==> src/common/cpu_defines.svh <==
`ifndef CPU_DEFINES_SVH
`define CPU_DEFINES_SVH

// Datapath word
// Also the address width of both memories
`define CPU_WORD_SIZE 16

// Four architectural registers
`define CPU_REG_BITS 2

// Instruction field widths
`define CPU_OPCODE_BITS 4
`define CPU_FUNC_BITS 6

// Low byte immediate, sign-extended in decode
`define CPU_IMM_BITS 8

`endif

==> src/common/isa_pkg.sv <==
`include "cpu_defines.svh"

package isa_pkg;

   // Data word, address or instruction
   typedef logic [`CPU_WORD_SIZE-1:0] word_t;

   // Register number
   typedef logic [`CPU_REG_BITS-1:0] reg_idx_t;

   // Major opcodes in the top nibble
   // Anything not listed decodes as a nop
   typedef enum logic [`CPU_OPCODE_BITS-1:0] {
      ADI   = 4'd4,
      LHI   = 4'd6,
      LWD   = 4'd7,
      SWD   = 4'd8,
      RTYPE = 4'd15
   } opcode_e;

   // Function codes under RTYPE
   typedef enum logic [`CPU_FUNC_BITS-1:0] {
      ADD = 6'd0,
      SUB = 6'd1,
      AND = 6'd2,
      ORR = 6'd3,
      WWD = 6'd28,
      HLT = 6'd29
   } func_e;

endpackage

==> src/common/pipe_pkg.sv <==
package pipe_pkg;

   // Where an execute operand comes from
   typedef enum logic [1:0] {
      FROM_RF,
      FROM_MEM,
      FROM_WB
   } fwd_src_e;

   // Register write-back value, WB_IMM for LHI
   typedef enum logic [1:0] {
      WB_ALU,
      WB_MEM,
      WB_IMM
   } wb_src_e;

   typedef enum logic [1:0] {ALU_ADD, ALU_SUB, ALU_AND, ALU_ORR} alu_op_e;

endpackage

==> src/inst_decoder.sv <==
`timescale 1ns/1ps

`include "cpu_defines.svh"

module inst_decoder import isa_pkg::*, pipe_pkg::*; (
   input  word_t    i_inst,
   output reg_idx_t o_rs,
   output reg_idx_t o_rt,
   output reg_idx_t o_dest,
   output word_t    o_imm,
   output alu_op_e  o_alu_op,
   output logic     o_use_imm,
   output logic     o_reg_write,
   output wb_src_e  o_wb_src,
   output logic     o_mem_read,
   output logic     o_mem_write,
   output logic     o_output_write,
   output logic     o_halt,
   output logic     o_uses_rt
);

   // Register fields packed below the opcode
   localparam int rs_lsb = `CPU_WORD_SIZE - `CPU_OPCODE_BITS - `CPU_REG_BITS;
   localparam int rt_lsb = rs_lsb - `CPU_REG_BITS;
   localparam int rd_lsb = rt_lsb - `CPU_REG_BITS;

   opcode_e  opcode;
   func_e    func;
   reg_idx_t rd;

   assign opcode = opcode_e'(i_inst[`CPU_WORD_SIZE-1 -: `CPU_OPCODE_BITS]);
   assign func   = func_e'(i_inst[`CPU_FUNC_BITS-1:0]);
   assign o_rs   = i_inst[rs_lsb +: `CPU_REG_BITS];
   assign o_rt   = i_inst[rt_lsb +: `CPU_REG_BITS];
   assign rd     = i_inst[rd_lsb +: `CPU_REG_BITS];

   // Sign-extend low byte
   assign o_imm = {{(`CPU_WORD_SIZE - `CPU_IMM_BITS){i_inst[`CPU_IMM_BITS-1]}},
                   i_inst[`CPU_IMM_BITS-1:0]};

   always_comb begin
      // Nop unless claimed below
      o_dest         = o_rt;
      o_alu_op       = ALU_ADD;
      o_use_imm      = 1'b0;
      o_reg_write    = 1'b0;
      o_wb_src       = WB_ALU;
      o_mem_read     = 1'b0;
      o_mem_write    = 1'b0;
      o_output_write = 1'b0;
      o_halt         = 1'b0;
      o_uses_rt      = 1'b0;
      case (opcode)
         ADI: begin
            o_use_imm   = 1'b1;
            o_reg_write = 1'b1;
         end
         // Upper-byte constant, value built later from the immediate
         LHI: begin
            o_reg_write = 1'b1;
            o_wb_src    = WB_IMM;
         end
         // Address is rs plus immediate
         LWD: begin
            o_use_imm   = 1'b1;
            o_reg_write = 1'b1;
            o_wb_src    = WB_MEM;
            o_mem_read  = 1'b1;
         end
         // rt carries the store data
         SWD: begin
            o_use_imm   = 1'b1;
            o_mem_write = 1'b1;
            o_uses_rt   = 1'b1;
         end
         RTYPE: begin
            case (func)
               ADD: o_alu_op = ALU_ADD;
               SUB: o_alu_op = ALU_SUB;
               AND: o_alu_op = ALU_AND;
               ORR: o_alu_op = ALU_ORR;
               WWD: o_output_write = 1'b1;
               HLT: o_halt = 1'b1;
               default: ;
            endcase
            // ALU group writes rd from rs and rt
            if (func inside {ADD, SUB, AND, ORR}) begin
               o_dest      = rd;
               o_reg_write = 1'b1;
               o_uses_rt   = 1'b1;
            end
         end
         default: ;
      endcase
   end

endmodule

==> src/register_file.sv <==
`timescale 1ns/1ps

module register_file import isa_pkg::*; (
   input  logic     clk,
   input  logic     reset_n,
   input  reg_idx_t i_read_a,
   input  reg_idx_t i_read_b,
   input  logic     i_write,
   input  reg_idx_t i_write_idx,
   input  word_t    i_write_data,
   output word_t    o_data_a,
   output word_t    o_data_b
);

   localparam int num_regs = 2 ** $bits(reg_idx_t);

   word_t regs [num_regs];

   always_ff @(posedge clk) begin
      if (!reset_n) begin
         for (int i = 0; i < num_regs; i++) begin
            regs[i] <= '0;
         end
      end else if (i_write) begin
         regs[i_write_idx] <= i_write_data;
      end
   end

   // Write-through, decode sees the value retiring this cycle
   assign o_data_a = (i_write && i_write_idx == i_read_a) ? i_write_data : regs[i_read_a];
   assign o_data_b = (i_write && i_write_idx == i_read_b) ? i_write_data : regs[i_read_b];

   // Write-back must always name a register
   a_write_idx_known: assert property (@(posedge clk) disable iff (!reset_n)
      i_write |-> !$isunknown(i_write_idx));

endmodule

==> src/hazard_unit.sv <==
`timescale 1ns/1ps

module hazard_unit import isa_pkg::*; (
   input  reg_idx_t i_rs_id,
   input  reg_idx_t i_rt_id,
   input  logic     i_uses_rt_id,
   input  logic     i_load_ex,
   input  reg_idx_t i_dest_ex,
   input  logic     i_halt_id,
   output logic     o_stall,
   output logic     o_halt_fetch
);

   logic rs_hit;
   logic rt_hit;

   ////////////////////////////////
   // Load-use
   ////////////////////////////////

   // rs treated as always read
   assign rs_hit = (i_dest_ex == i_rs_id);
   assign rt_hit = i_uses_rt_id && (i_dest_ex == i_rt_id);

   // Load data only exists in write-back
   // so the very next instruction waits one slot
   assign o_stall = i_load_ex && (rs_hit || rt_hit);

   ////////////////////////////////
   // Halt
   ////////////////////////////////

   // HLT held by a stall has not left decode yet
   assign o_halt_fetch = i_halt_id && !o_stall;

endmodule

==> src/forwarding_unit.sv <==
`timescale 1ns/1ps

module forwarding_unit import isa_pkg::*, pipe_pkg::*; (
   input  reg_idx_t i_rs_ex,
   input  reg_idx_t i_rt_ex,
   input  logic     i_reg_write_mem,
   input  reg_idx_t i_dest_mem,
   input  logic     i_reg_write_wb,
   input  reg_idx_t i_dest_wb,
   output fwd_src_e o_fwd_a,
   output fwd_src_e o_fwd_b
);

   // Newest producer first
   function automatic fwd_src_e pick_src(reg_idx_t src);
      if (i_reg_write_mem && i_dest_mem == src) begin
         return FROM_MEM;
      end else if (i_reg_write_wb && i_dest_wb == src) begin
         return FROM_WB;
      end
      return FROM_RF;
   endfunction

   always_comb begin
      o_fwd_a = pick_src(i_rs_ex);
      o_fwd_b = pick_src(i_rt_ex);
      // Memory stage only counts when it writes
      a_mem_live: assert (i_reg_write_mem || (o_fwd_a != FROM_MEM && o_fwd_b != FROM_MEM))
         else $error("memory-stage forward without a register write");
   end

endmodule

==> src/core/cpu_core.sv <==
`timescale 1ns/1ps

`include "cpu_defines.svh"

module cpu_core import isa_pkg::*, pipe_pkg::*; (
   input  logic  clk,
   input  logic  reset_n,
   input  word_t i_i_data,
   input  word_t i_d_data,
   output word_t o_i_address,
   output logic  o_i_read,
   output word_t o_d_address,
   output word_t o_d_data,
   output logic  o_d_read,
   output logic  o_d_write,
   output word_t o_output_port,
   output logic  o_output_write,
   output logic  o_halted,
   output word_t o_num_inst
);

   // Fetch and decode
   word_t    pc, ir;
   logic     valid_id, fetch_halted, fetch_stop;
   reg_idx_t dec_rs, dec_rt, dec_dest;
   word_t    dec_imm, rf_a, rf_b;
   alu_op_e  dec_alu_op;
   wb_src_e  dec_wb_src;
   logic     dec_use_imm, dec_reg_write, dec_mem_read, dec_mem_write;
   logic     dec_output_write, dec_halt, dec_uses_rt;
   logic     halt_id, stall, halt_fetch, bubble;
   // Execute
   logic     valid_ex, reg_write_ex, mem_read_ex, mem_write_ex;
   logic     output_write_ex, halt_ex, use_imm_ex;
   wb_src_e  wb_src_ex;
   alu_op_e  alu_op_ex;
   reg_idx_t rs_ex, rt_ex, dest_ex;
   word_t    a_ex, b_ex, imm_ex, opnd_a, opnd_b, alu_b, alu_out;
   fwd_src_e fwd_a, fwd_b;
   // Memory and write-back
   logic     valid_mem, reg_write_mem, mem_read_mem, mem_write_mem, halt_mem;
   logic     valid_wb, reg_write_wb;
   wb_src_e  wb_src_mem, wb_src_wb;
   reg_idx_t dest_mem, dest_wb;
   word_t    alu_mem, store_mem, lhi_mem, mem_fwd, alu_wb, mdr_wb, lhi_wb, wb_data;

   function automatic word_t pick_operand(fwd_src_e sel, word_t rf_val, word_t mem_val,
                                          word_t wb_val);
      case (sel)
         FROM_MEM: return mem_val;
         FROM_WB:  return wb_val;
         default:  return rf_val;
      endcase
   endfunction

   //////////////////////////////
   // Fetch and decode
   //////////////////////////////

   // Nops only once HLT has left decode
   assign fetch_stop  = halt_fetch || fetch_halted;
   assign o_i_address = pc;
   assign o_i_read    = !fetch_stop;

   inst_decoder decoder_i (
      .i_inst(ir), .o_rs(dec_rs), .o_rt(dec_rt), .o_dest(dec_dest), .o_imm(dec_imm),
      .o_alu_op(dec_alu_op), .o_use_imm(dec_use_imm), .o_reg_write(dec_reg_write),
      .o_wb_src(dec_wb_src), .o_mem_read(dec_mem_read), .o_mem_write(dec_mem_write),
      .o_output_write(dec_output_write), .o_halt(dec_halt), .o_uses_rt(dec_uses_rt)
   );

   register_file rf_i (
      .clk(clk), .reset_n(reset_n), .i_read_a(dec_rs), .i_read_b(dec_rt),
      .i_write(reg_write_wb), .i_write_idx(dest_wb), .i_write_data(wb_data),
      .o_data_a(rf_a), .o_data_b(rf_b)
   );

   assign halt_id = dec_halt && valid_id;

   hazard_unit hazard_i (
      .i_rs_id(dec_rs), .i_rt_id(dec_rt), .i_uses_rt_id(dec_uses_rt),
      .i_load_ex(mem_read_ex), .i_dest_ex(dest_ex), .i_halt_id(halt_id),
      .o_stall(stall), .o_halt_fetch(halt_fetch)
   );

   // Empty decode slot or load-use hold
   assign bubble = stall || !valid_id;

   //////////////////////////////
   // Execute
   //////////////////////////////

   forwarding_unit fwd_i (
      .i_rs_ex(rs_ex), .i_rt_ex(rt_ex), .i_reg_write_mem(reg_write_mem),
      .i_dest_mem(dest_mem), .i_reg_write_wb(reg_write_wb), .i_dest_wb(dest_wb),
      .o_fwd_a(fwd_a), .o_fwd_b(fwd_b)
   );

   // LHI result is ready in memory stage too
   assign mem_fwd = (wb_src_mem == WB_IMM) ? lhi_mem : alu_mem;
   assign opnd_a  = pick_operand(fwd_a, a_ex, mem_fwd, wb_data);
   assign opnd_b  = pick_operand(fwd_b, b_ex, mem_fwd, wb_data);
   assign alu_b   = use_imm_ex ? imm_ex : opnd_b;

   always_comb begin
      case (alu_op_ex)
         ALU_SUB: alu_out = opnd_a - alu_b;
         ALU_AND: alu_out = opnd_a & alu_b;
         ALU_ORR: alu_out = opnd_a | alu_b;
         default: alu_out = opnd_a + alu_b;
      endcase
   end

   //////////////////////////////
   // Memory and write-back
   //////////////////////////////

   assign o_d_address = alu_mem;
   assign o_d_data    = store_mem;
   assign o_d_read    = mem_read_mem;
   assign o_d_write   = mem_write_mem;

   always_comb begin
      case (wb_src_wb)
         WB_MEM:  wb_data = mdr_wb;
         WB_IMM:  wb_data = lhi_wb;
         default: wb_data = alu_wb;
      endcase
   end

   // Control state, bubbles zero the execute levels
   always_ff @(posedge clk) begin
      if (!reset_n) begin
         pc <= '0;
         ir <= '0;
         valid_id <= 1'b0;
         fetch_halted <= 1'b0;
         {valid_ex, reg_write_ex, mem_read_ex, mem_write_ex} <= '0;
         {output_write_ex, halt_ex, use_imm_ex} <= '0;
         wb_src_ex <= WB_ALU;
         alu_op_ex <= ALU_ADD;
         {valid_mem, reg_write_mem, mem_read_mem, mem_write_mem, halt_mem} <= '0;
         wb_src_mem <= WB_ALU;
         {valid_wb, reg_write_wb} <= '0;
         wb_src_wb <= WB_ALU;
         o_output_port <= '0;
         o_output_write <= 1'b0;
         o_halted <= 1'b0;
         o_num_inst <= '0;
      end else begin
         // Stall holds PC and IR
         if (!stall && !fetch_stop) begin
            pc <= pc + word_t'(1);
         end
         if (!stall) begin
            ir <= fetch_stop ? '0 : i_i_data;
            valid_id <= !fetch_stop;
         end
         fetch_halted <= fetch_halted || halt_fetch;
         // Decode to execute
         valid_ex        <= !bubble;
         reg_write_ex    <= !bubble && dec_reg_write;
         mem_read_ex     <= !bubble && dec_mem_read;
         mem_write_ex    <= !bubble && dec_mem_write;
         output_write_ex <= !bubble && dec_output_write;
         halt_ex         <= !bubble && dec_halt;
         use_imm_ex      <= !bubble && dec_use_imm;
         wb_src_ex       <= bubble ? WB_ALU : dec_wb_src;
         alu_op_ex       <= bubble ? ALU_ADD : dec_alu_op;
         // Execute to memory
         {valid_mem, reg_write_mem, halt_mem} <= {valid_ex, reg_write_ex, halt_ex};
         {mem_read_mem, mem_write_mem} <= {mem_read_ex, mem_write_ex};
         wb_src_mem <= wb_src_ex;
         // Memory to write-back
         {valid_wb, reg_write_wb} <= {valid_mem, reg_write_mem};
         wb_src_wb <= wb_src_mem;
         // WWD takes the forwarded rs
         if (output_write_ex) begin
            o_output_port <= opnd_a;
         end
         o_output_write <= output_write_ex;
         // Sticky once HLT enters write-back
         o_halted <= o_halted || halt_mem;
         if (valid_wb) begin
            o_num_inst <= o_num_inst + word_t'(1);
         end
      end
   end

   // Payload
   always_ff @(posedge clk) begin
      {rs_ex, rt_ex, dest_ex} <= {dec_rs, dec_rt, dec_dest};
      {imm_ex, a_ex, b_ex} <= {dec_imm, rf_a, rf_b};
      {alu_mem, store_mem, dest_mem} <= {alu_out, opnd_b, dest_ex};
      // Immediate into the upper byte
      lhi_mem <= {imm_ex[`CPU_IMM_BITS-1:0], {(`CPU_WORD_SIZE - `CPU_IMM_BITS){1'b0}}};
      {alu_wb, mdr_wb, lhi_wb, dest_wb} <= {alu_mem, i_d_data, lhi_mem, dest_mem};
   end

   // One data memory command per cycle
   a_mem_excl: assert property (@(posedge clk) disable iff (!reset_n)
      !(o_d_read && o_d_write));

   // Nothing reaches the output port after the drain
   a_quiet_halt: assert property (@(posedge clk) disable iff (!reset_n)
      o_halted |-> !o_output_write);

endmodule

==> config.mk <==
export PLATFORM = sky130hd
export DESIGN_NAME = cpu_core
export DESIGN_NICKNAME = d
export VERILOG_FILES = /design/src/common/isa_pkg.sv /design/src/common/pipe_pkg.sv /design/src/inst_decoder.sv /design/src/register_file.sv /design/src/hazard_unit.sv /design/src/forwarding_unit.sv /design/src/core/cpu_core.sv
export VERILOG_INCLUDE_DIRS = /design/src /design/src/common
export SDC_FILE = /design/constraint.sdc
export NUM_CORES = 1
export LEC_CHECK = 0
export ABC_AREA = 0
export BUFFER_PORTS_ARGS = -buffer_cell sky130_fd_sc_hd__buf_2
export CAP_MARGIN = 20
export CORE_MARGIN = 2
export CORE_UTILIZATION = 40
export DETAILED_ROUTE_END_ITERATION = 10
export PLACE_DENSITY = 0.6
export SLEW_MARGIN = 10
export SYNTH_ARGS = -nofsm -noshare
export SYNTH_HDL_FRONTEND = slang
export SYNTH_SLANG_ARGS = --single-unit
export TNS_END_PERCENT = 10
==> constraint.sdc <==
create_clock -name clk -period 5.13 [get_ports clk]
set_clock_uncertainty 0.15 [all_clocks]
set_input_delay 1.026 -clock clk [delete_from_list [all_inputs] [get_ports clk]]
set_output_delay 1.026 -clock clk [all_outputs]
set_load 0.1 [all_outputs]
**Yosys cells after proc, flatten, opt, wreduce, memory -nomap -nowiden**

Memory sizes are Yosys's and may differ from the RTL's. A register that Yosys moved wholly into a read port is not among the register bits.
Cells that the tools add are included.

- Logic and storage cells: 153
- Output and inout bits: 85
- RAM bits: 64
- Flip-flop bits (word level): 220
- Input bits: 34
- Memories: 1

- Reduce and logical (&&, ||, !) cells: 32
- Equality and inequality tests: 28
- Bitwise gates (word level): 4
- Mux-type cells: 44
- Add/sub/neg operators: 4

Memories:

| name | depth | width | read ports | clocked after memory_dff | write ports | line | source |
|---|---|---|---|---|---|---|---|
| rf_i.regs | 4 | 16 | 2 | 2 | 4 | register_file.sv:17 | `word_t regs [num_regs];` |

Operators by type and width:

| operator | number |
|---|---|
| 16-bit two-way mux | 6 |
| 16-bit case mux with 2 select lines | 3 |
| 16-bit case mux with 3 select lines | 1 |
| 16-bit by 1-bit adder with 16-bit output (second input constant) | 2 |
| 2-bit two-way mux | 13 |
| 1-bit logical AND | 17 |
| 1-bit two-way mux | 17 |
| 16-bit adder | 1 |
| 16-bit AND | 1 |
| 2-bit equality test | 8 |
| 16-bit bitwise OR | 1 |
| 16-bit OR reduction | 1 |
| 16-bit subtractor | 1 |
| 2-bit equality test (second input constant) | 6 |
| 4-bit by 3-bit equality test with 1-bit output (second input constant) | 3 |
| 6-bit by 2-bit equality test with 1-bit output (second input constant) | 2 |
| 6-bit by 5-bit equality test with 1-bit output (second input constant) | 2 |
| 3-bit OR reduction | 3 |
| 2-bit by 1-bit equality test with 1-bit output (second input constant) | 4 |
| 4-bit equality test (second input constant) | 2 |
| 6-bit by 1-bit equality test with 1-bit output (second input constant) | 1 |
| 6-bit logical NOT | 1 |
| 2-bit case mux with 3 select lines | 1 |
| 1-bit logical NOT | 4 |
| 6 further kinds | 11 |

**Depth between registers and ports, before layout**

Gate-level depths: netlist of the first run.

- Depth after elaboration: 13
- Mapped depth: 25
- Gate-level depth less buffers: 23

**Hierarchy**

A second synthesis of the first run with hierarchy kept.

- Cells, all modules: 1193
- Area, all modules: 13282.7 um^2

Modules (own cells, without submodules):

| module | sequential area each (um^2) | cells an instance | instances | area an instance (um^2) |
|---|---|---|---|---|
| cpu_core | 4564.4 | 900 | 1 | 8977.4 |
| register_file | 1921.8 | 227 | 1 | 3788.6 |
| inst_decoder | 0.0 | 44 | 1 | 350.3 |
| forwarding_unit | 0.0 | 14 | 1 | 105.1 |
| hazard_unit | 0.0 | 8 | 1 | 61.3 |

**Least setup slack after synthesis of the first run**

Ideal clock, no wire load.

- Path kind: flip-flop to flip-flop
- Start: reg wb_src_wb[0]
- End: reg alu_mem[15], in the netlist o_d_address[15]
- Data required time: 4845 ps
- Buffers on the path: 2
- Cell stages (with the launch flop): 25
- Path slack: -22 ps
- Arrival time: 4868 ps
- Library setup time: 135 ps
- Clock period less this slack: 5152 ps
- Path through: dfxtp_1 inv_1 ha_1 buf_2 buf_2 a22oi_2 a21oi_1 a32o_1 mux2i_1 ha_1 or3b_1 nand3b_4 nor4_4 a31oi_1 xnor2_1 ha_1 inv_1 o21bai_1 a21oi_1 nor2_1 a211oi_1 nor2_1 a221o_1 a21oi_1 o211ai_1

- Word-level cells in the longest chain between the ends: 6
- Elaborated cells between the ends (all ways): 11
- Classes of those cells: add/sub: 2; eq/ne: 2; mux: 5; bitwise: 2

RTL lines:

| item | line | source |
|---|---|---|
| from (decl) | cpu_core.sv:43 | `wb_src_e wb_src_mem, wb_src_wb;` |
| from (signal assigned) | cpu_core.sv:176 | `wb_src_wb <= wb_src_mem;` |
| 2-bit equality test or 2-bit by 1-bit equality test with 1-bit output (tied branches) | cpu_core.sv:124 | `case (wb_src_wb)` |
| 16-bit case mux with 2 select lines * | cpu_core.sv:124 |  |
| 16-bit case mux with 2 select lines * | cpu_core.sv:49 | `case (sel)` |
| named net opnd_b[1] | cpu_core.sv:38 | `word_t a_ex, b_ex, imm_ex, opnd_a, opnd_b, alu_b, alu_out;` |
| 16-bit two-way mux * | cpu_core.sv:103 | `assign alu_b = use_imm_ex ? imm_ex : opnd_b;` |
| 16-bit adder or 16-bit subtractor (tied branches) | cpu_core.sv:110, cpu_core.sv:107 |  |
| 16-bit case mux with 3 select lines * | cpu_core.sv:106 | `case (alu_op_ex)` |
| named net alu_out[15] | cpu_core.sv:38 |  |
| to (signal assigned) | cpu_core.sv:194 | `{alu_mem, store_mem, dest_mem} <= {alu_out, opnd_b, dest_ex};` |
| to (decl) | cpu_core.sv:45 | `word_t alu_mem, store_mem, lhi_mem, mem_fwd, alu_wb, mdr_wb, lhi_wb, wb_data;` |

Mark *: on every way through the listed nets, which the timed path passes. The rest lies on a longest branch.
A chain may end at the register's enable or synchronous reset.

**Worst setup path in the final report of the first run**

- Start: reg wb_src_wb[1]
- End: reg alu_mem[15], in the netlist o_d_address[15]

The elaborated chain is that of the path after synthesis.

==> results.ini, run 1 <==
[status]
outcome=complete, no violations

[clock_network]
clockBufferDepth=3
cts-root-buf=clkbuf_16
cts_max_level=1
cts_buffers=31
clk_pin_slew_worst_paths_ns=0.06
cts_tree=yes
cts.sinks=288
insertion_delay_ns=0.56
cts_hold_buf=0

[synthesis]
synth-async-reset-ratio_pct=0
synth.cell_area_um2=12320
yosysTopAreaCell=dfxtp_1
ys_types=72
synth_edf_count=64
ys_warn_count=0
synthTopCellsByArea=dfxtp_1, edfxtp_1, mux4_2
syn-num-nets=1217
synthFlopType=dfxtp_1
synth_area_per_cell_um2=10.62
ys_ff_latch=288
syn_inst=1160
ys_seq_area_share_pct=52.00
synth_top_area_share_pct=36.40

[detailed_routing]
finalWirelength_um=31650
post_drt_wl_per_cell_um=18.53
vias=8955
drtIter0Drc=600
vias_per_cell=5.243
wl_met3_um=1663
ant_nets=0
wl_met1_um=14130
dr.pass1.iters=5
drc=0
top_layer=met5
dr_wl_met2_um=14870

[critical_path]
cp-end-kind=register
endpoint=o_d_address[15]$_DFF_P_
crit_slowest_cell=a311oi_1
crit_fanout=8
worstPathRequired_ns=5.42
crit_start=wb_src_wb[1]$_SDFF_PN0_
r2r_cells=21
crit_path_max_incr_delay_ns=0.42
r2r-end=o_d_address[15]$_DFF_P_
cp.arrival_ns=5.10
r2r-start=wb_src_wb[1]$_SDFF_PN0_
r2r_slack_ns=0.32
cp_cell_sequence=inv_1 > ha_1 > nor2b_4 > a22oi_2 > a21oi_1 > a32o_1 > mux2i_2 > ha_1 > or3b_1 > nand3b_4 > nand2_1 > xnor2_1 > ha_1 > and4_1 > a21oi_1 > a311oi_1 > a211oi_2 > buf_4 > a221o_1 > a21oi_1 > o211ai_1
start_kind=register
worstSetupPathType=reg -> reg

[cells_and_area]
num_antenna_cells=0
layout_common_cells=dfxtp_1, buf_2, nor2_1, nand2_1, edfxtp_1
post-route-util_pct=47.85
final_common_cell=dfxtp_1
syn_to_final_growth_pct=18.19
fillers=2915
fin_area_um2=14560
drive_above_1_share_pct=21.49
finalNetCount=1344

[power]
ir_worst_vdd_mv=0.2628
powerDensity_nw_per_um2=443.7
leakage_uw=0.006115

[worst_hold_path]
holdCritPathClass=reg -> reg

[sta]
period_share_pct=93.84
finalMaxSlewViolations=0
max_slew_margin_pct=31.20
hold_ws_ns=0.2028
setup_tns_ns=0
setup_viol=0
setup_ws_ns=0.3163
tightestPinTransition_ns=1.031
fin_crit_ns=4.814
max_freq_mhz=207.7
rsz0062_at_grt=no
finalHoldViolCount=0

[floorplanning]
core_region_area_um2=30430
die_h_um=179.5
fp-row-count=64
ios=119
die_w_um=179.5
start_util_pct=40.49
dieArea_um2=32220

[placed_design]
hpwl_um=22370
routabilityCongestion=0.8340
dpl_cell_area_um2=13430
port_buffers=118
pre_cts_slack_ns=0.1267

[flow_run]
drv_cap=0

[global_routing]
grt_usage_pct=19.45
grt_first_pass_wirelength_um=50320
antenna_found_initial=3
overflow=0
first_global_vias=8951
grt_max_degree=86

-- synth_stat cells (all sizes together), types with 2 or more instances --
cell and number:
o41ai 2, a21o 4, o211a 3, o31ai 4
nor2 116, xor2 11, xnor2 60, dfxtp 224
a21boi 3, nand2b 17, maj3 12, buf 19
edfxtp 64, nand2 94, mux4 32, and2 46
nor3 7, ha 22, or3 6, a221o 8
mux2 8, o21ai 81, or2 2, and3 17
a211oi 8, a22oi 25, inv 25, nand3 26
nor4 3, a32o 4, nand4b 2, nand4 4
o32ai 2, clkbuf 45, a31oi 10, o21bai 4
nor2b 38, and4 4, o21a 5, a21oi 39
mux2i 30, o31a 9
-- cells by family after synthesis --
kind of cell               Yosys count  share of synthesized area (%)
xor gates and xnor gates            71                          5.169
adders and majority gates           35                          3.372
and+or+nand+nor                    385                          15.42
DFF                                288                          52.00
muxes                               70                          9.018
AOI/OAI and AO/OA                  221                          12.03
buffers and inverters               90                          2.996
-- power by group --
part	switching, µW	internal [µW]	total (µW)
Sequential	177	2520	2700
Clock	927	1400	2330
Combinational	1020	418	1440
Total	2120	4340	6460
-- state kept, by name (all words and copies together), names as in the netlist, 16 cells and up, named ones only --
| register | cells |
|---|---|
| alu_wb | 16 |
| a_ex | 16 |
| o_output_port | 16 |
| b_ex | 16 |
| ir | 16 |
| o_num_inst | 16 |
| rf_i.regs | 64 |
| o_d_data | 16 |
| o_i_address | 16 |
| o_d_address | 16 |
| mdr_wb | 16 |
-- repair_timing --
action | in CTS | in global routing
gates resized for setup | 0 | 8
setup endpoints to repair | 0 | 1
setup buffers | 0 | 2
-- critical path, delay by kind of cell (launching register included) --
kind / cells / cell delay [ns]
AO/OA/AOI/OAI: 9 / 1.80
XOR/XNOR: 1 / 0.07
adder cells (fa/ha/maj): 3 / 0.79
buffers and inverters: 2 / 0.23
flip-flops: 1 / 0.37
multiplexers: 1 / 0.21
AND/OR/NAND/NOR: 5 / 1.07
-- layer usage --
layer	vias to the layer above	global-route usage, %
met5	-	0
met4	6	5.626
met3	66	3.809
met2	233	32.55
met1	4297	25.62
li1	4353	-
-- layout make-up --
cell class / count / area [µm²] / area share [%]
sequential: 288 / 6409 / 44.01
multi-input combinational: 782 / 5577 / 38.30
clock buffer: 43 / 955.9 / 6.565
timing repair buffer: 158 / 894.6 / 6.144
tap: 396 / 495.5 / 3.403
clock inverter: 15 / 132.6 / 0.9108
inverter: 26 / 97.59 / 0.6702
-- stage by stage --
stage               instances  power [µW]
floorplan                1160        3758
global placement         1648        4171
detailed placement       1648        4181
global route             1708        6713
finish                   1708        6461
CTS                      1706        6503
-- worst min path at each step --
stage / end / start / cells past startpoint / slack, ns
2_1_floorplan: lhi_mem[12]$_DFF_P_ / imm_ex[4]$_DFF_P_ / 0 / 0.17
3_3_place_gp: lhi_wb[15]$_DFF_P_ / lhi_mem[15]$_DFF_P_ / 0 / 0.19
3_5_place_dp: lhi_wb[15]$_DFF_P_ / lhi_mem[15]$_DFF_P_ / 0 / 0.20
4_1_cts: lhi_wb[15]$_DFF_P_ / lhi_mem[15]$_DFF_P_ / 0 / 0.21
5_1_grt: lhi_wb[15]$_DFF_P_ / lhi_mem[15]$_DFF_P_ / 0 / 0.22
6_report: lhi_wb[15]$_DFF_P_ / lhi_mem[15]$_DFF_P_ / 0 / 0.20
(Power assumes the default switching activity.)
==> run 2, diff against run 1 <==
Settings changed: CORE_UTILIZATION 40 to 50, PLACE_DENSITY 0.6 to 0.72, SYNTH_HIERARCHICAL set to 1.
==> run 2 against run 1 <==
  * Synthesized area grew 7.8%
  * Via count grew 6.8%
  * Non-clock buffer count grew 29
  * Critical path type unchanged
  * Largest power group unchanged
  * Cell area grew 5.5%
  * Power shrank 2.4%
  * Global-route usage grew 5.0 points
  * Critical path depth grew 3
==> results.ini, run 2 <==
[global_routing]
use_met1_pct=31.96  ; +6.3 points
grt_first_pass_wirelength_um=53530  ; +6.4%
met2_usage_pct=41.30  ; +8.7 points
antenna_found_initial=0  ; -3
overflow=0  ; unchanged
grt_max_degree=86  ; unchanged
first_global_vias=9606  ; +7.3%
grt_usage_pct=24.44  ; +5.0 points
top_usage_layer=met2
met3_usage_pct=4.230  ; +0.42 points

[synthesis]
yosysTopAreaCell=dfxtp_1
ys_types=84  ; +17%
ys_seq_area_share_pct=48.83  ; -3.2 points
netlist_top_cells_count=dfxtp_1, and2_1, nand2_1, edfxtp_1, xnor2_1
synth.cell_area_um2=13280  ; +7.8%
syn_inst=1193  ; +2.8%
synthTopCellsByArea=dfxtp_1, edfxtp_1, and2_1
synth_top_area_share_pct=34.36  ; -2.0 points
synth-async-reset-ratio_pct=0  ; unchanged
synthFlopType=dfxtp_1
synth_edf_count=64  ; unchanged
ys_ff_latch=292  ; +1.4%
synth.most_common_cell=dfxtp_1
syn-num-nets=1256  ; +3.2%
ys_warn_count=6  ; +6
synth_area_per_cell_um2=11.13  ; +4.8%

[critical_path]
crit_path_max_incr_delay_ns=0.48  ; +0.06 ns
cp_cell_sequence=xnor2_1 > and3_4 > inv_1 > ha_4 > and2_4 > a32o_1 > o31ai_2 > o21ai_1 > inv_1 > ha_2 > and2_4 > nand2_1 > or2_4 > o21ai_2 > xor2_1 > ha_1 > and4_1 > nand2_1 > a21oi_2 > o31ai_2 > a31o_2 > a211oi_1 > or4_1 > a211oi_2
crit_start=rt_ex[1]$_DFF_P_
cp.arrival_ns=5.24  ; +0.14 ns
crit_fanout=4  ; -4
cp_num_buf_inv=2  ; unchanged
worstPathRequired_ns=5.46  ; +0.04 ns
crit_slowest_cell=or4_1
critical_path.top_delay_family=compound AO/OA/AOI/OAI gates
worstSetupPathType=reg -> reg
start_kind=register
cp-end-kind=register
r2r-end=o_d_address[15]$_DFF_P_
r2r-start=rt_ex[1]$_DFF_P_
r2r_slack_ns=0.22  ; -0.10 ns
r2r_cells=24  ; +14%

[sta]
setup_viol=0  ; unchanged
setup_tns_ns=0  ; unchanged
tightestPinTransition_ns=1.084  ; +0.05286 ns
max_freq_mhz=203.7  ; -2.0%
finalMaxSlewViolations=0  ; unchanged
setup_ws_ns=0.2201  ; -0.09617 ns
fin_crit_ns=4.910  ; +0.09617 ns
period_share_pct=95.71  ; +1.9 points
finalHoldViolCount=0  ; unchanged
max_slew_margin_pct=27.76  ; -3.4 points

[floorplanning]
core_region_area_um2=26060  ; -14%
die_h_um=167.0  ; -7.0%
die_w_um=167.0  ; -7.0%
dieArea_um2=27890  ; -13%
fp-row-count=59  ; -7.8%
ios=119  ; unchanged
start_util_pct=50.97  ; +10 points

[cells_and_area]
post-route-util_pct=58.97  ; +11 points
layout_common_cells=dfxtp_1, buf_2, and2_1, nand2_1, buf_4
final_common_cell=dfxtp_1
num_antenna_cells=0  ; unchanged
top_register=rf_i/regs
syn_to_final_growth_pct=15.69
finalNetCount=1385  ; +3.1%
largest_register_ffs=64  ; unchanged
drive_above_1_share_pct=25.11  ; +3.6 points

[power]
internal-power_uw=4208  ; -3.0%
powerDensity_nw_per_um2=410.4  ; -7.5%
sw_frac_of_total_pct=33.28  ; +0.44 points
switchingPower_uw=2098  ; -1.1%
leakage_uw=0.006481  ; +6.0%
p_clk_share_pct=34.2  ; -1.8 points
comb_power_share_pct=22.6  ; +0.4 points
pwr-share-seq_pct=43.3  ; +1.5 points
ir_worst_vdd_mv=0.5405  ; +110%

[detailed_routing]
drc=0  ; unchanged
drtIter0Drc=733  ; +22%
ant_nets=0  ; unchanged
vias=9564  ; +6.8%
post_drt_wl_per_cell_um=20.47  ; +10%
dr.pass1.iters=7  ; +2
vias_per_cell=5.689  ; +8.5%
finalWirelength_um=34420  ; +8.7%

[clock_network]
cts-root-buf=clkbuf_16
clk_pin_slew_worst_paths_ns=0.06  ; about the same
cts.sinks=292  ; +1.4%
cts_tree=yes
cts_buffers=31  ; unchanged
cts_max_level=1  ; unchanged
insertion_delay_ns=0.55  ; about the same
cts_hold_buf=0  ; unchanged
clockBufferDepth=3  ; unchanged

[placed_design]
hpwl_um=24470  ; +9.4%
routabilityCongestion=0.9204  ; +10%
port_buffers=118  ; unchanged
pre_cts_slack_ns=-0.05921  ; -0.1859 ns

[flow_run]
drv_cap=0  ; unchanged

[worst_hold_path]
min_path_cells=0  ; unchanged
holdCritPathClass=reg -> reg
min_from=lhi_mem[15]$_DFF_P_
hold_end=lhi_wb[15]$_DFF_P_

[status]
outcome=complete, no violations

-- run 2: cell types whose count changed after synthesis, sizes merged, moves of 7 or more --
cell,delta
buf,+26
and2,+67
o31a,-7
mux2,+32
nand2,-10
a22o,+23
o21ai,-40
nor2,-83
a31oi,+7
and3,+15
mux2i,-9
nor2b,-14
a21oi,-12
-- run 2: worst register-to-register path, delay by kind of cell (launching register included) --
kind	cells	cell delay (ns)
and+or+nand+nor	8	1.61
AOI/OAI and AO/OA	9	1.64
adders and majority gates	3	0.62
xor gates and xnor gates	2	0.30
buffers and inverters	2	0.16
DFF	1	0.36
-- run 2: per-stage QoR --
step / total power [µW] / hold slack [ns] / cell area, µm² / std cells
after detailed placement: 4169 / 0.2100 / 14260 / 1619
after floorplan: 3764 / 0.1726 / 13290 / 1193
after global placement: 4159 / 0.2123 / 14260 / 1619
after global routing: 6536 / 0.2267 / 15370 / 1681
final: 6306 / 0.2208 / 15370 / 1681
after CTS: 6317 / 0.2186 / 15270 / 1676
-- run 2: cells by family after synthesis --
kind of cell | share of synthesized area [%]
flip-flops | 48.83
AO/OA/AOI/OAI | 10.62
AND/OR/NAND/NOR | 16.31
buffers and inverters | 4.635
adder cells (fa/ha/maj) | 3.768
multiplexers | 11.36
XOR/XNOR | 4.484
-- run 2: area by class of cell --
class,instances,area (µm²)
tap,335,419.2
inverter,26,97.59
fill,2167,10690
clock buffer,43,884.6
multi-input combinational,784,6255
sequential,292,6487
clock inverter,14,111.4
timing repair buffer,187,1112
-- run 2: worst max path at each step --
stage,slack [ns],depth (start not counted),end
after global placement,0.1,24,o_d_address[15]$_DFF_P_
final,0.22,24,o_d_address[15]$_DFF_P_
after global routing,-0.06,24,o_d_address[15]$_DFF_P_
after CTS,0.03,22,o_d_address[15]$_DFF_P_
after detailed placement,-0.06,24,o_d_address[15]$_DFF_P_
after floorplan,0.06,25,o_d_address[15]$_DFF_P_
-- run 2: metal layers --
| metal | vias to the layer above | routed length (µm) |
|---|---|---|
| li1 | 4524 | - |
| met1 | 4655 | 14800 |
| met2 | 324 | 16400 |
| met3 | 61 | 2125 |
| met4 | 0 | 1086 |
| met5 | - | 0 |
-- run 2: power groups by stage --
| stage | combinational, µW | sequential, µW | clock, µW |
|---|---|---|---|
| floorplan | 567 | 3200 | 0 |
| global placement | 1390 | 2770 | 0 |
| detailed placement | 1400 | 2770 | 0 |
| CTS | 1400 | 2720 | 2190 |
| global route | 1500 | 2740 | 2290 |
| finish | 1420 | 2730 | 2160 |
-- run 2: timing repair --
item,in CTS,in global routing
pin swaps,2,9
resized for setup,3,15
setup endpoints to repair,1,1
setup buffers,0,4
==> run 3, diff against run 2 <==
Settings changed: PLACE_DENSITY 0.72 to 0.69.
Clock period 5.13 ns to 6.2 ns, I/O delays scaled along.
==> run 3 against run 2 <==
  * Sequential share of layout area increased by 1.2 points
  * First-iteration DRC count increased by 2.5%
  * Critical path depth unchanged
  * Via count fell by 1.6%
  * Maximum frequency shrank 14%
  * Sequential power decreased by 17%
  * Non-clock buffer count is 44 lower
  * Critical endpoint unchanged
  * Die area is the same
  * Wire length shrank 1.4%
  * Flip-flop and latch count is the same
  * Final cell count is 2.9% lower
==> results.ini, run 3 (synthesized netlist as in run 2, its figures left out) <==
[worst_hold_path]
holdCritPathClass=reg -> reg

[cells_and_area]
fin_area_um2=14950  ; -2.7%
drive_above_1_share_pct=21.28  ; -3.8 points
layout_common_cells=dfxtp_1, buf_2, and2_1, nand2_1, edfxtp_1
syn_to_final_growth_pct=12.57
largest_register_ffs=64  ; unchanged
final_common_cell=dfxtp_1
finalNetCount=1341  ; -3.2%
top_register=rf_i/regs
num_antenna_cells=0  ; unchanged

[detailed_routing]
dr.pass1.iters=7  ; unchanged
ant_nets=0  ; unchanged
post_drt_wl_per_cell_um=20.79  ; +1.5%
drtIter0Drc=751  ; +2.5%
drc=0  ; unchanged
finalWirelength_um=33920  ; -1.4%
vias_per_cell=5.766  ; +1.3%
vias=9410  ; -1.6%

[critical_path]
crit_top_cell=ha_1
path_depth=24  ; unchanged
crit_slowest_cell=dfxtp_1
r2r_slack_ns=0.49  ; +0.27 ns
endpoint=o_d_address[15]$_DFF_P_
cp_cell_sequence=xnor2_1 > nand3_1 > nor2_1 > inv_1 > ha_1 > a32o_1 > o31ai_1 > o21ai_0 > inv_1 > ha_1 > and2_1 > nand2_1 > or2_2 > o21ai_0 > xor2_1 > ha_1 > and4_1 > nand2_1 > a21oi_1 > o31ai_1 > a31o_2 > a211oi_1 > or4_1 > a211oi_2
r2r-start=dest_wb[0]$_DFF_P_
crit_fanout=9  ; +5
cp-end-kind=register
cp.arrival_ns=6.03  ; +0.79 ns
r2r-end=o_d_address[15]$_DFF_P_
worstSetupPathType=reg -> reg
start_kind=register
critical_path.top_delay_family=compound AO/OA/AOI/OAI gates
cp_num_buf_inv=2  ; unchanged
crit_path_max_incr_delay_ns=0.56  ; +0.08 ns
crit_start=dest_wb[0]$_DFF_P_
worstPathRequired_ns=6.53  ; +1.07 ns
r2r_cells=24  ; unchanged

[clock_network]
cts_tree=yes
clk_pin_slew_worst_paths_ns=0.06  ; about the same
cts.sinks=292  ; unchanged
cts_resized=0  ; -3
cts_buffers=31  ; unchanged
post-cts-setup-buffers=0  ; unchanged
cts_hold_buf=0  ; unchanged
cts-root-buf=clkbuf_16
insertion_delay_ns=0.55  ; about the same
clockBufferDepth=3  ; unchanged
cts_max_level=1  ; unchanged

[power]
leakage_uw=0.006244  ; -3.7%
pwr-share-seq_pct=43.8  ; +0.5 points
internal-power_uw=3462  ; -18%
p_clk_share_pct=34.3  ; about the same
powerDensity_nw_per_um2=345.7  ; -16%
sw_frac_of_total_pct=33.03  ; -0.24 points
ir_worst_vdd_mv=0.4109  ; -24%
comb_power_share_pct=21.9  ; -0.7 points
switchingPower_uw=1708  ; -19%
total_power_uw=5169  ; -18%

[sta]
setup_ws_ns=0.4948  ; +0.2747 ns
period_share_pct=92.02  ; -3.7 points
tightestPinTransition_ns=1.129  ; +0.04509 ns
setup_tns_ns=0  ; unchanged
max_slew_margin_pct=23.96  ; -3.8 points
finalMaxSlewViolations=0  ; unchanged
fin_crit_ns=5.705  ; +0.7953 ns
rsz0062_at_grt=no
max_freq_mhz=175.3  ; -14%
setup_viol=0  ; unchanged
finalHoldViolCount=0  ; unchanged

[floorplanning]
die_w_um=167.0  ; unchanged
die_h_um=167.0  ; unchanged
core_region_area_um2=26060  ; unchanged
dieArea_um2=27890  ; unchanged
ios=119  ; unchanged
start_util_pct=50.97  ; unchanged
fp-row-count=59  ; unchanged

[placed_design]
port_buffers=118  ; unchanged
dpl_cell_area_um2=13960  ; -2.1%
pre_cts_slack_ns=0.5573  ; +0.6165 ns
hpwl_um=24050  ; -1.7%
routabilityCongestion=0.9559  ; +3.9%

[global_routing]
grt_usage_pct=24.10  ; -0.33 points
antenna_found_initial=1  ; +1
first_global_vias=9295  ; -3.2%
grt_max_degree=86  ; unchanged
grt_first_pass_wirelength_um=53060  ; -0.88%
overflow=0  ; unchanged

[flow_run]
drv_cap=0  ; unchanged

[status]
outcome=complete, no violations

==> run 3: changes by cell type in the layout (fill, tap and decap cells not counted), moves of 2 or more <==
cell,delta
o21ai_0,+2
o31ai_2,-3
inv_6,+2
clkinv_2,-5
or2_4,-2
nor2_1,+2
buf_4,-44
o31ai_1,+3
ha_1,+2
==> run 3: worst min path at each step <==
stage,start,end,slack [ns],cells after the start
floorplan,imm_ex[2]$_DFF_P_,lhi_mem[10]$_DFF_P_,0.17,0
global placement,lhi_mem[14]$_DFF_P_,lhi_wb[14]$_DFF_P_,0.18,0
detailed placement,lhi_mem[9]$_DFF_P_,lhi_wb[9]$_DFF_P_,0.20,0
CTS,imm_ex[2]$_DFF_P_,lhi_mem[10]$_DFF_P_,0.21,0
global route,imm_ex[2]$_DFF_P_,lhi_mem[10]$_DFF_P_,0.21,0
finish,imm_ex[2]$_DFF_P_,lhi_mem[10]$_DFF_P_,0.20,0
==> run 3: cell type report <==
cell class              count  area [µm²]
well taps                 335       419.2
fillers                  2191       11110
flip-flops and latches    292        6486
clock inverters             9       80.08
repair buffers            143       782.0
inverters                  26       97.59
multi-input cells         784        6185
clock buffers              43       902.1
==> run 3: per-stage QoR <==
stage / cells / hold slack [ns] / utilization [%]
2_1_floorplan: 1193 / 0.1726 / -
3_3_place_gp: 1579 / 0.1807 / 53.57
3_5_place_dp: 1579 / 0.1963 / 53.57
4_1_cts: 1631 / 0.2070 / 57.33
5_1_grt: 1632 / 0.2071 / 57.38
6_report: 1632 / 0.1990 / 57.38
==> run 3: power by group through the flow <==
stage          logic (µW)  registers, µW  clock network, µW
2_1_floorplan         468           2650                  0
3_3_place_gp         1110           2300                  0
3_5_place_dp         1120           2300                  0
4_1_cts              1130           2260               1800
5_1_grt              1200           2270               1890
6_report             1130           2260               1770
==> run 3: routing by layer <==
metal	part of all wire (%)	global-route usage (%)	vias up
met5	0	0	-
met4	3.2	7.759	0
met3	7.2	3.802	69
met2	47	40.24	367
met1	43	32.21	4545
li1	-	-	4429
